`src/design/operand_pkg.sv`:
```
// operand path package: shared word, index, instruction and bus types
package operand_pkg;

    localparam int N_GPR = 32;
    localparam int N_CSR = 4;

    typedef logic [31:0] word_t;
    typedef logic [4:0]  gpr_idx_t;
    typedef logic [1:0]  csr_idx_t;

    typedef enum logic [1:0] {
        op_nop   = 2'd0,
        op_alu   = 2'd1,
        op_load  = 2'd2,
        op_csrrw = 2'd3
    } op_t;

    // instruction descriptor as presented at ID
    typedef struct packed {
        op_t         op;
        gpr_idx_t    rd;
        gpr_idx_t    rs1;
        gpr_idx_t    rs2;
        csr_idx_t    csr;
        logic [15:0] imm;
    } id_inst_t;

    // control that rides along with the instruction from EX to WB
    typedef struct packed {
        logic     valid;
        logic     write_gpr;
        logic     write_csr;
        logic     mem_to_reg;
        gpr_idx_t rd;
        csr_idx_t csr_rd;
    } stage_ctrl_t;

    // forwarded operands plus per-operand hit flags
    typedef struct packed {
        word_t rs1_data;
        word_t rs2_data;
        word_t csr_data;
        logic  rs1_hit;
        logic  rs2_hit;
        logic  csr_hit;
    } fwd_bus_t;

    // writeback port, also the register file write port
    typedef struct packed {
        logic     valid;
        logic     write_gpr;
        gpr_idx_t rd;
        word_t    gpr_data;
        logic     write_csr;
        csr_idx_t csr_rd;
        word_t    csr_data;
    } wb_bus_t;

endpackage

```
`src/design/execute_unit.sv`:
```
// EX stage: forwarded operand selection and the ALU, address and CSR results
`timescale 1ns/1ps

module execute_unit (
    input  operand_pkg::op_t      ex_op,
    input  operand_pkg::word_t    ex_rs1_val,
    input  operand_pkg::word_t    ex_rs2_val,
    input  operand_pkg::word_t    ex_csr_val,
    input  logic [15:0]           ex_imm,
    input  operand_pkg::fwd_bus_t fwd_ex,
    output operand_pkg::word_t    alu_out,
    output operand_pkg::word_t    csr_out
);

    operand_pkg::word_t op_a;
    operand_pkg::word_t op_b;
    operand_pkg::word_t op_csr;
    operand_pkg::word_t imm_ext;

    // forwarded value replaces the registered operand
    assign op_a   = fwd_ex.rs1_hit ? fwd_ex.rs1_data : ex_rs1_val;
    assign op_b   = fwd_ex.rs2_hit ? fwd_ex.rs2_data : ex_rs2_val;
    assign op_csr = fwd_ex.csr_hit ? fwd_ex.csr_data : ex_csr_val;

    // immediate is unsigned
    assign imm_ext = {16'h0000, ex_imm};

    // ==============================
    // result select
    // ==============================
    always_comb begin
        case (ex_op)
            operand_pkg::op_alu: begin
                alu_out = op_a + op_b + imm_ext;
            end
            operand_pkg::op_load: begin
                // address for the MEM stage
                alu_out = op_a + imm_ext;
            end
            operand_pkg::op_csrrw: begin
                // rd gets the old csr
                alu_out = op_csr;
            end
            default: begin
                alu_out = '0;
            end
        endcase
    end

    // new csr value for csrrw
    assign csr_out = op_a;

endmodule

```
`src/design/forward_unit.sv`:
```
// forwarding unit for hazard detection, forward priority and the global freeze
`timescale 1ns/1ps

module forward_unit (
    input  operand_pkg::id_inst_t    id_inst,
    input  operand_pkg::gpr_idx_t    ex_rs1,
    input  operand_pkg::gpr_idx_t    ex_rs2,
    input  operand_pkg::csr_idx_t    ex_csr,
    input  operand_pkg::stage_ctrl_t mem_ctrl,
    input  operand_pkg::word_t       mem_alu_out,
    input  operand_pkg::word_t       mem_csr_out,
    input  operand_pkg::word_t       mem_rdata,
    input  operand_pkg::wb_bus_t     wb,
    input  logic                     fetch_valid,
    input  logic                     mem_rvalid,
    input  logic                     mem_wready,
    output logic                     freeze,
    output operand_pkg::fwd_bus_t    fwd_ex,
    output operand_pkg::fwd_bus_t    fwd_seg
);

    logic mem_gpr_wr;
    logic mem_csr_wr;
    logic wb_gpr_wr;
    logic wb_csr_wr;

    logic third_rs1, third_rs2, third_csr;
    logic second_rs1, second_rs2, second_csr;
    logic first_rs1, first_rs2, first_csr;
    logic load_use_rs1, load_use_rs2;

    // ==============================
    // producer qualifiers
    // ==============================
    assign mem_gpr_wr = mem_ctrl.valid & mem_ctrl.write_gpr;
    assign mem_csr_wr = mem_ctrl.valid & mem_ctrl.write_csr;
    // wb.valid already drops while frozen
    assign wb_gpr_wr  = wb.valid & wb.write_gpr;
    assign wb_csr_wr  = wb.valid & wb.write_csr;

    // three apart the WB result is not yet in the file when ID reads it
    assign third_rs1 = (id_inst.rs1 == wb.rd) & wb_gpr_wr;
    assign third_rs2 = (id_inst.rs2 == wb.rd) & wb_gpr_wr;
    assign third_csr = (id_inst.csr == wb.csr_rd) & wb_csr_wr;

    // two apart EX needs the WB result
    assign second_rs1 = (ex_rs1 == wb.rd) & wb_gpr_wr;
    assign second_rs2 = (ex_rs2 == wb.rd) & wb_gpr_wr;
    assign second_csr = (ex_csr == wb.csr_rd) & wb_csr_wr;

    // back to back with a non-load result in MEM
    assign first_rs1 = (ex_rs1 == mem_ctrl.rd) & mem_gpr_wr & ~mem_ctrl.mem_to_reg;
    assign first_rs2 = (ex_rs2 == mem_ctrl.rd) & mem_gpr_wr & ~mem_ctrl.mem_to_reg;
    // only csrrw writes a csr, so MEM always holds the csr result here
    assign first_csr = (ex_csr == mem_ctrl.csr_rd) & mem_csr_wr;

    // load in MEM has its data ready now since memory is combinational
    assign load_use_rs1 = (ex_rs1 == mem_ctrl.rd) & mem_gpr_wr & mem_ctrl.mem_to_reg;
    assign load_use_rs2 = (ex_rs2 == mem_ctrl.rd) & mem_gpr_wr & mem_ctrl.mem_to_reg;

    // any external level low holds every stage
    assign freeze = ~(fetch_valid & mem_rvalid & mem_wready);

    // ==============================
    // EX bundle with MEM over WB
    // ==============================
    always_comb begin
        fwd_ex.rs1_hit = first_rs1 | load_use_rs1 | second_rs1;
        fwd_ex.rs2_hit = first_rs2 | load_use_rs2 | second_rs2;
        fwd_ex.csr_hit = first_csr | second_csr;

        if (load_use_rs1)    fwd_ex.rs1_data = mem_rdata;
        else if (first_rs1)  fwd_ex.rs1_data = mem_alu_out;
        else if (second_rs1) fwd_ex.rs1_data = wb.gpr_data;
        else                 fwd_ex.rs1_data = '0;

        if (load_use_rs2)    fwd_ex.rs2_data = mem_rdata;
        else if (first_rs2)  fwd_ex.rs2_data = mem_alu_out;
        else if (second_rs2) fwd_ex.rs2_data = wb.gpr_data;
        else                 fwd_ex.rs2_data = '0;

        // csr operand takes the csr result from MEM rather than the ALU word
        if (first_csr)       fwd_ex.csr_data = mem_csr_out;
        else if (second_csr) fwd_ex.csr_data = wb.csr_data;
        else                 fwd_ex.csr_data = '0;
    end

    // ==============================
    // SEG bundle from WB only
    // ==============================
    always_comb begin
        fwd_seg.rs1_hit  = third_rs1;
        fwd_seg.rs2_hit  = third_rs2;
        fwd_seg.csr_hit  = third_csr;
        fwd_seg.rs1_data = {32{third_rs1}} & wb.gpr_data;
        fwd_seg.rs2_data = {32{third_rs2}} & wb.gpr_data;
        fwd_seg.csr_data = {32{third_csr}} & wb.csr_data;
    end

endmodule

```
`src/design/operand_pipe_top.sv`:
```
// operand pipeline top: register file, forwarding, stage registers and EX
`timescale 1ns/1ps

module operand_pipe_top (
    input  logic                  clk,
    input  logic                  rst,
    input  operand_pkg::id_inst_t inst,
    input  logic                  fetch_valid,
    input  logic                  mem_rvalid,
    input  logic                  mem_wready,
    input  operand_pkg::word_t    mem_rdata,
    output operand_pkg::word_t    mem_addr,
    output logic                  mem_read,
    output operand_pkg::wb_bus_t  wb
);

    // ==============================
    // interconnect
    // ==============================
    logic                     freeze;
    operand_pkg::word_t       rf_rs1_data;
    operand_pkg::word_t       rf_rs2_data;
    operand_pkg::word_t       rf_csr_data;
    operand_pkg::fwd_bus_t    fwd_ex;
    operand_pkg::fwd_bus_t    fwd_seg;
    operand_pkg::stage_ctrl_t ex_ctrl;
    operand_pkg::op_t         ex_op;
    operand_pkg::gpr_idx_t    ex_rs1;
    operand_pkg::gpr_idx_t    ex_rs2;
    operand_pkg::csr_idx_t    ex_csr;
    operand_pkg::word_t       ex_rs1_val;
    operand_pkg::word_t       ex_rs2_val;
    operand_pkg::word_t       ex_csr_val;
    logic [15:0]              ex_imm;
    operand_pkg::word_t       ex_alu_out;
    operand_pkg::word_t       ex_csr_out;
    operand_pkg::stage_ctrl_t mem_ctrl;
    operand_pkg::word_t       mem_alu_out;
    operand_pkg::word_t       mem_csr_out;

    // MEM-stage address, mem_to_reg is only ever set for a load
    assign mem_addr = mem_alu_out;
    assign mem_read = mem_ctrl.mem_to_reg;

    reg_csr_file reg_csr_file_inst (
        .clk      (clk),
        .rst      (rst),
        .rs1      (inst.rs1),
        .rs2      (inst.rs2),
        .csr_rs   (inst.csr),
        .rs1_data (rf_rs1_data),
        .rs2_data (rf_rs2_data),
        .csr_data (rf_csr_data),
        .wr       (wb)
    );

    forward_unit forward_unit_inst (
        .id_inst     (inst),
        .ex_rs1      (ex_rs1),
        .ex_rs2      (ex_rs2),
        .ex_csr      (ex_csr),
        .mem_ctrl    (mem_ctrl),
        .mem_alu_out (mem_alu_out),
        .mem_csr_out (mem_csr_out),
        .mem_rdata   (mem_rdata),
        .wb          (wb),
        .fetch_valid (fetch_valid),
        .mem_rvalid  (mem_rvalid),
        .mem_wready  (mem_wready),
        .freeze      (freeze),
        .fwd_ex      (fwd_ex),
        .fwd_seg     (fwd_seg)
    );

    pipe_stage_regs pipe_stage_regs_inst (
        .clk         (clk),
        .rst         (rst),
        .freeze      (freeze),
        .inst        (inst),
        .rf_rs1_data (rf_rs1_data),
        .rf_rs2_data (rf_rs2_data),
        .rf_csr_data (rf_csr_data),
        .fwd_seg     (fwd_seg),
        .ex_ctrl     (ex_ctrl),
        .ex_op       (ex_op),
        .ex_rs1      (ex_rs1),
        .ex_rs2      (ex_rs2),
        .ex_csr      (ex_csr),
        .ex_rs1_val  (ex_rs1_val),
        .ex_rs2_val  (ex_rs2_val),
        .ex_csr_val  (ex_csr_val),
        .ex_imm      (ex_imm),
        .ex_alu_out  (ex_alu_out),
        .ex_csr_out  (ex_csr_out),
        .mem_ctrl    (mem_ctrl),
        .mem_alu_out (mem_alu_out),
        .mem_csr_out (mem_csr_out),
        .mem_rdata   (mem_rdata),
        .wb          (wb)
    );

    execute_unit execute_unit_inst (
        .ex_op      (ex_op),
        .ex_rs1_val (ex_rs1_val),
        .ex_rs2_val (ex_rs2_val),
        .ex_csr_val (ex_csr_val),
        .ex_imm     (ex_imm),
        .fwd_ex     (fwd_ex),
        .alu_out    (ex_alu_out),
        .csr_out    (ex_csr_out)
    );

endmodule

```
`src/design/pipe_stage_regs.sv`:
```
// ID decode plus the ID/EX, EX/MEM and MEM/WB registers under global freeze
`timescale 1ns/1ps

module pipe_stage_regs (
    input  logic                     clk,
    input  logic                     rst,
    input  logic                     freeze,
    input  operand_pkg::id_inst_t    inst,
    input  operand_pkg::word_t       rf_rs1_data,
    input  operand_pkg::word_t       rf_rs2_data,
    input  operand_pkg::word_t       rf_csr_data,
    input  operand_pkg::fwd_bus_t    fwd_seg,
    output operand_pkg::stage_ctrl_t ex_ctrl,
    output operand_pkg::op_t         ex_op,
    output operand_pkg::gpr_idx_t    ex_rs1,
    output operand_pkg::gpr_idx_t    ex_rs2,
    output operand_pkg::csr_idx_t    ex_csr,
    output operand_pkg::word_t       ex_rs1_val,
    output operand_pkg::word_t       ex_rs2_val,
    output operand_pkg::word_t       ex_csr_val,
    output logic [15:0]              ex_imm,
    input  operand_pkg::word_t       ex_alu_out,
    input  operand_pkg::word_t       ex_csr_out,
    output operand_pkg::stage_ctrl_t mem_ctrl,
    output operand_pkg::word_t       mem_alu_out,
    output operand_pkg::word_t       mem_csr_out,
    input  operand_pkg::word_t       mem_rdata,
    output operand_pkg::wb_bus_t     wb
);

    operand_pkg::stage_ctrl_t id_ctrl;
    operand_pkg::stage_ctrl_t wb_ctrl;
    operand_pkg::word_t       mem_wb_data;
    operand_pkg::word_t       wb_gpr_data;
    operand_pkg::word_t       wb_csr_data;

    // ==============================
    // ID decode
    // ==============================
    always_comb begin
        id_ctrl.valid      = 1'b1;
        id_ctrl.write_gpr  = (inst.op != operand_pkg::op_nop) && (inst.rd != '0);
        id_ctrl.write_csr  = (inst.op == operand_pkg::op_csrrw);
        id_ctrl.mem_to_reg = (inst.op == operand_pkg::op_load);
        id_ctrl.rd         = inst.rd;
        id_ctrl.csr_rd     = inst.csr;
    end

    // ==============================
    // control through the stages
    // ==============================
    always_ff @(posedge clk) begin
        if (rst) begin
            ex_ctrl  <= '0;
            ex_op    <= operand_pkg::op_nop;
            mem_ctrl <= '0;
            wb_ctrl  <= '0;
        end else if (!freeze) begin
            ex_ctrl  <= id_ctrl;
            ex_op    <= inst.op;
            mem_ctrl <= ex_ctrl;
            wb_ctrl  <= mem_ctrl;
        end
    end

    // load data or ALU word heads to WB
    assign mem_wb_data = mem_ctrl.mem_to_reg ? mem_rdata : mem_alu_out;

    // payload, operands take the WB value on a SEG hit
    always_ff @(posedge clk) begin
        if (!freeze) begin
            ex_rs1     <= inst.rs1;
            ex_rs2     <= inst.rs2;
            ex_csr     <= inst.csr;
            ex_imm     <= inst.imm;
            ex_rs1_val <= fwd_seg.rs1_hit ? fwd_seg.rs1_data : rf_rs1_data;
            ex_rs2_val <= fwd_seg.rs2_hit ? fwd_seg.rs2_data : rf_rs2_data;
            ex_csr_val <= fwd_seg.csr_hit ? fwd_seg.csr_data : rf_csr_data;

            mem_alu_out <= ex_alu_out;
            mem_csr_out <= ex_csr_out;

            wb_gpr_data <= mem_wb_data;
            wb_csr_data <= mem_csr_out;
        end
    end

    // writeback port, held off while frozen and for nop
    always_comb begin
        wb.valid     = wb_ctrl.valid & (wb_ctrl.write_gpr | wb_ctrl.write_csr) & ~freeze;
        wb.write_gpr = wb_ctrl.write_gpr;
        wb.rd        = wb_ctrl.rd;
        wb.gpr_data  = wb_gpr_data;
        wb.write_csr = wb_ctrl.write_csr;
        wb.csr_rd    = wb_ctrl.csr_rd;
        wb.csr_data  = wb_csr_data;
    end

endmodule

```
`src/design/reg_csr_file.sv`:
```
// general register file and CSR bank, combinational read, written from WB
`timescale 1ns/1ps

module reg_csr_file (
    input  logic                 clk,
    input  logic                 rst,
    input  operand_pkg::gpr_idx_t rs1,
    input  operand_pkg::gpr_idx_t rs2,
    input  operand_pkg::csr_idx_t csr_rs,
    output operand_pkg::word_t    rs1_data,
    output operand_pkg::word_t    rs2_data,
    output operand_pkg::word_t    csr_data,
    input  operand_pkg::wb_bus_t  wr
);

    operand_pkg::word_t gpr [operand_pkg::N_GPR];
    operand_pkg::word_t csr [operand_pkg::N_CSR];

    logic gpr_we;
    logic csr_we;

    // x0 never takes a write, so it stays at its reset value
    assign gpr_we = wr.valid & wr.write_gpr & (wr.rd != '0);
    assign csr_we = wr.valid & wr.write_csr;

    always_ff @(posedge clk) begin
        if (rst) begin
            for (int i = 0; i < operand_pkg::N_GPR; i++) begin
                gpr[i] <= '0;
            end
            for (int j = 0; j < operand_pkg::N_CSR; j++) begin
                csr[j] <= '0;
            end
        end else begin
            if (gpr_we) begin
                gpr[wr.rd] <= wr.gpr_data;
            end
            if (csr_we) begin
                csr[wr.csr_rd] <= wr.csr_data;
            end
        end
    end

    // plain array reads, a same-cycle write is not visible here
    assign rs1_data = (rs1 == '0) ? '0 : gpr[rs1];
    assign rs2_data = (rs2 == '0) ? '0 : gpr[rs2];
    assign csr_data = csr[csr_rs];

endmodule

```
`config.mk`:
```
export PLATFORM = sky130hd
export DESIGN_NAME = operand_pipe_top
export DESIGN_NICKNAME = d
export VERILOG_FILES = /design/src/design/operand_pkg.sv /design/src/design/execute_unit.sv /design/src/design/forward_unit.sv /design/src/design/operand_pipe_top.sv /design/src/design/pipe_stage_regs.sv /design/src/design/reg_csr_file.sv
export SDC_FILE = /design/constraint.sdc
export NUM_CORES = 2
export LEC_CHECK = 0
export ABC_CLOCK_PERIOD_IN_PS = 19900
export BUFFER_PORTS_ARGS = -buffer_cell sky130_fd_sc_hd__buf_2
export CAP_MARGIN = 5
export CORE_UTILIZATION = 35
export CTS_CLUSTER_SIZE = 40
export DETAILED_ROUTE_END_ITERATION = 6
export SLEW_MARGIN = 30
export SYNTH_ARGS = -nofsm -noshare
export SYNTH_HDL_FRONTEND = slang
export SYNTH_SLANG_ARGS = --single-unit
export TNS_END_PERCENT = 20
```
`constraint.sdc`:
```
create_clock -name clk -period 19.9 [get_ports clk]
set_input_delay 3.98 -clock clk [delete_from_list [all_inputs] [get_ports clk]]
set_output_delay 3.98 -clock clk [all_outputs]
set_load 0.05 [all_outputs]
```
==> results.md <==
- Status: completed
- Largest net degree at the start of global routing: 144
- Most common cell after layout, fill and taps aside: edfxtp_1
- Placement-stage cell area: 81,100 um2
- Row Count: 171
- Routed length per instance: 29.0 um
- CP max stage cell: a211oi_1
- Post-CTS Hold Buffers: 0
- IO Pins: 179
- Post-Syn Instances: 6,001
- Gp weighted congestion: 0.863
- Remaining global-route overflow: 0
- Worst Reg2Reg Path Length in Cells: 20
- Worst-path fanout max: 21
- Library cells used by synthesis: 80
- Nets: 6,153
- FF+latch count, synth: 1,438
- Root Driver: clkbuf_16
- Fin crit period: 9.15 ns
- IO buf count: 178
- Normalized max-slew margin: 28.0%
- Maximum clock path buffer count: 3
- Leak pwr: 30.7 nW
- Synth-to-layout area growth: 11.9%
- Die width: 471 um
- Async set or reset register ratio after synthesis: 0%
- Peak supply drop: 0.0873 mV
- Mean Syn Cell Area: 12.8 um2
- Number of global-route vias before repair: 51,700
- Clock sink count: 1,438
- Die area: 222,000 um2
- Residual DRC: 0
- Clock Skew: 0.0293 ns
- TritonCTS clock tree: done
- Most used cell, CP: a211oi_1
- Via density: 5.92
- Final setup vio count: 0
- Largest stage delay on the critical path: 0.73 ns
- Unrepaired setup endpoints after global routing: no
- Fin. Hold Viols: 0
- Final max-slew violation count: 0
- Share of post-route cells with drive strength above 1: 19.2%
- Reg-to-reg slack, setup: 13.00 ns
- CTS H-Tree Depth: 4
- Core ar.: 218,000 um2
- CP Data Required Time: 20.43 ns
- DR vias: 53,200
- Max-Cap Viols: 0
- Pre-antenna DRT Iters: 6
- Period utilization: 46.0%
- Most frequent cells in the layout: 1,404 x edfxtp_1, 906 x and2_1, 465 x mux2i_1, 386 x o21ai_0, 297 x mux4_2
- Postcts setup bufs: 0
- GRT Overall Usage: 22.9%
- Final instance area: 86,200 um2
- Cell area after synthesis: 77,000 um2
- Die height: 471 um
- Clock latency on the worst-skew pair: 0.82 ns
- Worst setup EP type: register
- Initial antenna violation count: 19
- CP arrival: 9.68 ns
- Starting Density: 35.4%
- Number of synthesized flops with an enable pin: 1,404
- Routed wire length: 261,000 um
- Yosys warns: 0
- Clk pin slew, worst setup/hold paths: 0.06 ns
- Post-DP HPWL: 156,000 um
- WS Path Type: in2reg
- Inserted Clock Buffers: 159
- PD cells: 83.0 nW/um2
- Startpoint Class: primary input
- HP Class: reg2reg
- Hold Path Depth: 2
- Critical path cell sequence: buf_2 -> and4_4 -> nand4_2 -> nor2_2 -> buf_4 -> mux2i_1 -> a21oi_1 -> inv_1 -> fa_1 -> inv_1 -> ha_1 -> fa_1 -> a211oi_1 -> nor2_1 -> o221ai_1 -> a21boi_0 -> a211oi_1 -> o21ai_0 -> a211oi_1 -> mux2i_1 -> o211ai_1
- Initial DRC Count: 6,551
- Ys flop type: edfxtp_1
- Worst-margin pin slew: 1.08 ns
- Global-route wire length before repair: 372,000 um
- Antenna Nets Post-Route: 0
- Fmax achieved: 109 MHz
- Post-cts resize count: 0
- Seq/Total Area, Yosys: 55.6%
- Setup TNS: 0 ns
-- power breakdown --
group / switching [mW] / leakage [nW] / internal, mW
clock network: 1.25 / 2.44 / 1.65
registers: 0.0563 / 14.3 / 3.44
logic: 0.495 / 13.9 / 0.268
total: 1.81 / 30.7 / 5.35
-- cells in the mapped netlist, drive strengths merged, types with 8 or more instances --
| library cell | count | area, um2 |
|---|---|---|
| mux2i | 465 | 4650 |
| nand3 | 25 | 135 |
| or2 | 40 | 253 |
| o21a | 12 | 90.1 |
| o21ai | 391 | 1960 |
| edfxtp | 1404 | 42200 |
| dfxtp | 34 | 681 |
| inv | 81 | 304 |
| nor3 | 241 | 1220 |
| nor2 | 235 | 882 |
| and2 | 906 | 5670 |
| ha | 62 | 776 |
| a21oi | 240 | 1200 |
| nand3b | 8 | 60.1 |
| xor2 | 26 | 228 |
| o211ai | 88 | 661 |
| fa | 18 | 360 |
| a31oi | 9 | 135 |
| a22oi | 126 | 946 |
| nand4 | 14 | 93.8 |
| nor2b | 10 | 62.6 |
| a211oi | 12 | 90.1 |
| or4 | 9 | 67.6 |
| mux2 | 190 | 2140 |
| a21o | 28 | 210 |
| mux4 | 297 | 6690 |
| o221ai | 10 | 93.8 |
| nand2 | 214 | 806 |
| xnor2 | 59 | 558 |
| a221oi | 125 | 1090 |
| clkbuf | 407 | 1530 |
| buf | 144 | 631 |
-- per-stage QoR --
step                      hold slack [ns]  utilization [%]  total power [mW]  instances  setup slack, ns
after floorplan                     0.426                -              4.02       6032             7.91
after global placement              0.431             37.2              4.29       8689            10.02
after detailed placement            0.433             37.2              4.30       8691             9.98
after CTS                           0.447             39.5              7.17       8982            10.79
after global routing                0.453             39.6              7.34       8985            10.41
final                               0.445             39.6              7.16       8993            10.75
-- path summary, 6_finish.rpt --
kind                                                       from                                   end
worst min-delay path            pipe_stage_regs_inst.ex_ctrl[0]      pipe_stage_regs_inst.mem_ctrl[0]
worst max register to register      pipe_stage_regs_inst.wb[70]  pipe_stage_regs_inst.mem_alu_out[29]
worst min register to register  pipe_stage_regs_inst.ex_ctrl[0]      pipe_stage_regs_inst.mem_ctrl[0]
worst max-delay path                                fetch_valid  pipe_stage_regs_inst.mem_alu_out[29]
-- state kept, by name (all words and copies together) (netlist names) --
signal	flops
pipe_stage_regs_inst.ex_rs1_val	32
pipe_stage_regs_inst.ex_op	2
pipe_stage_regs_inst.wb_ctrl	1
pipe_stage_regs_inst.ex_imm	16
reg_csr_file_inst.csr	128
pipe_stage_regs_inst.wb_gpr_data	32
pipe_stage_regs_inst.wb	9
pipe_stage_regs_inst.ex_ctrl	11
pipe_stage_regs_inst.ex_rs2	5
pipe_stage_regs_inst.mem_csr_out	32
pipe_stage_regs_inst.mem_alu_out	32
pipe_stage_regs_inst.mem_ctrl	11
pipe_stage_regs_inst.ex_rs1	5
pipe_stage_regs_inst.ex_csr_val	32
pipe_stage_regs_inst.wb_csr_data	32
pipe_stage_regs_inst.ex_csr	2
reg_csr_file_inst.gpr	1024
pipe_stage_regs_inst.ex_rs2_val	32
-- layout make-up --
cell class / count / area, um2
Tap cell: 2854 / 3570
Clock buffer: 198 / 4220
Timing Repair Buffer: 359 / 2420
Multi-Input combinational cell: 3961 / 32000
Inverter: 82 / 315
Fill cell: 20400 / 132000
Sequential cell: 1438 / 42800
Antenna cell: 8 / 20.0
Clock inverter: 93 / 787
-- cells by family (layout without fill, tap and decap cells) --
| logic type | count (synthesis) | in the layout | synth area share (%) |
|---|---|---|---|
| multiplexers | 952 | 952 | 17.5 |
| AO/OA/AOI/OAI | 1081 | 1081 | 8.87 |
| other | 1 | 40 | 0.00487 |
| XOR/XNOR | 85 | 85 | 1.02 |
| adder cells (fa/ha/maj) | 80 | 80 | 1.48 |
| AND/OR/NAND/NOR | 1731 | 1731 | 12.3 |
| buffers and inverters | 633 | 732 | 3.20 |
| flip-flops | 1438 | 1438 | 55.6 |
-- metal layers --
layer | track usage (%) | vias up | share of wire [%]
met4 | 7.13 | 6 | 2.9
met1 | 30.4 | 27000 | 40
met2 | 37.0 | 2949 | 47
met5 | 0 | - | 0.018
met3 | 5.41 | 523 | 11
li1 | - | 22700 | -
-- worst max-delay path: cells and delay by family --
kind                     cells  cell delay [ns]
AO/OA/AOI/OAI                8             2.43
adder cells (fa/ha/maj)      3             1.22
AND/OR/NAND/NOR              4             0.97
buffers and inverters        4             0.61
multiplexers                 2             0.41
No activity file was read; power rests on OpenSTA's default activity.
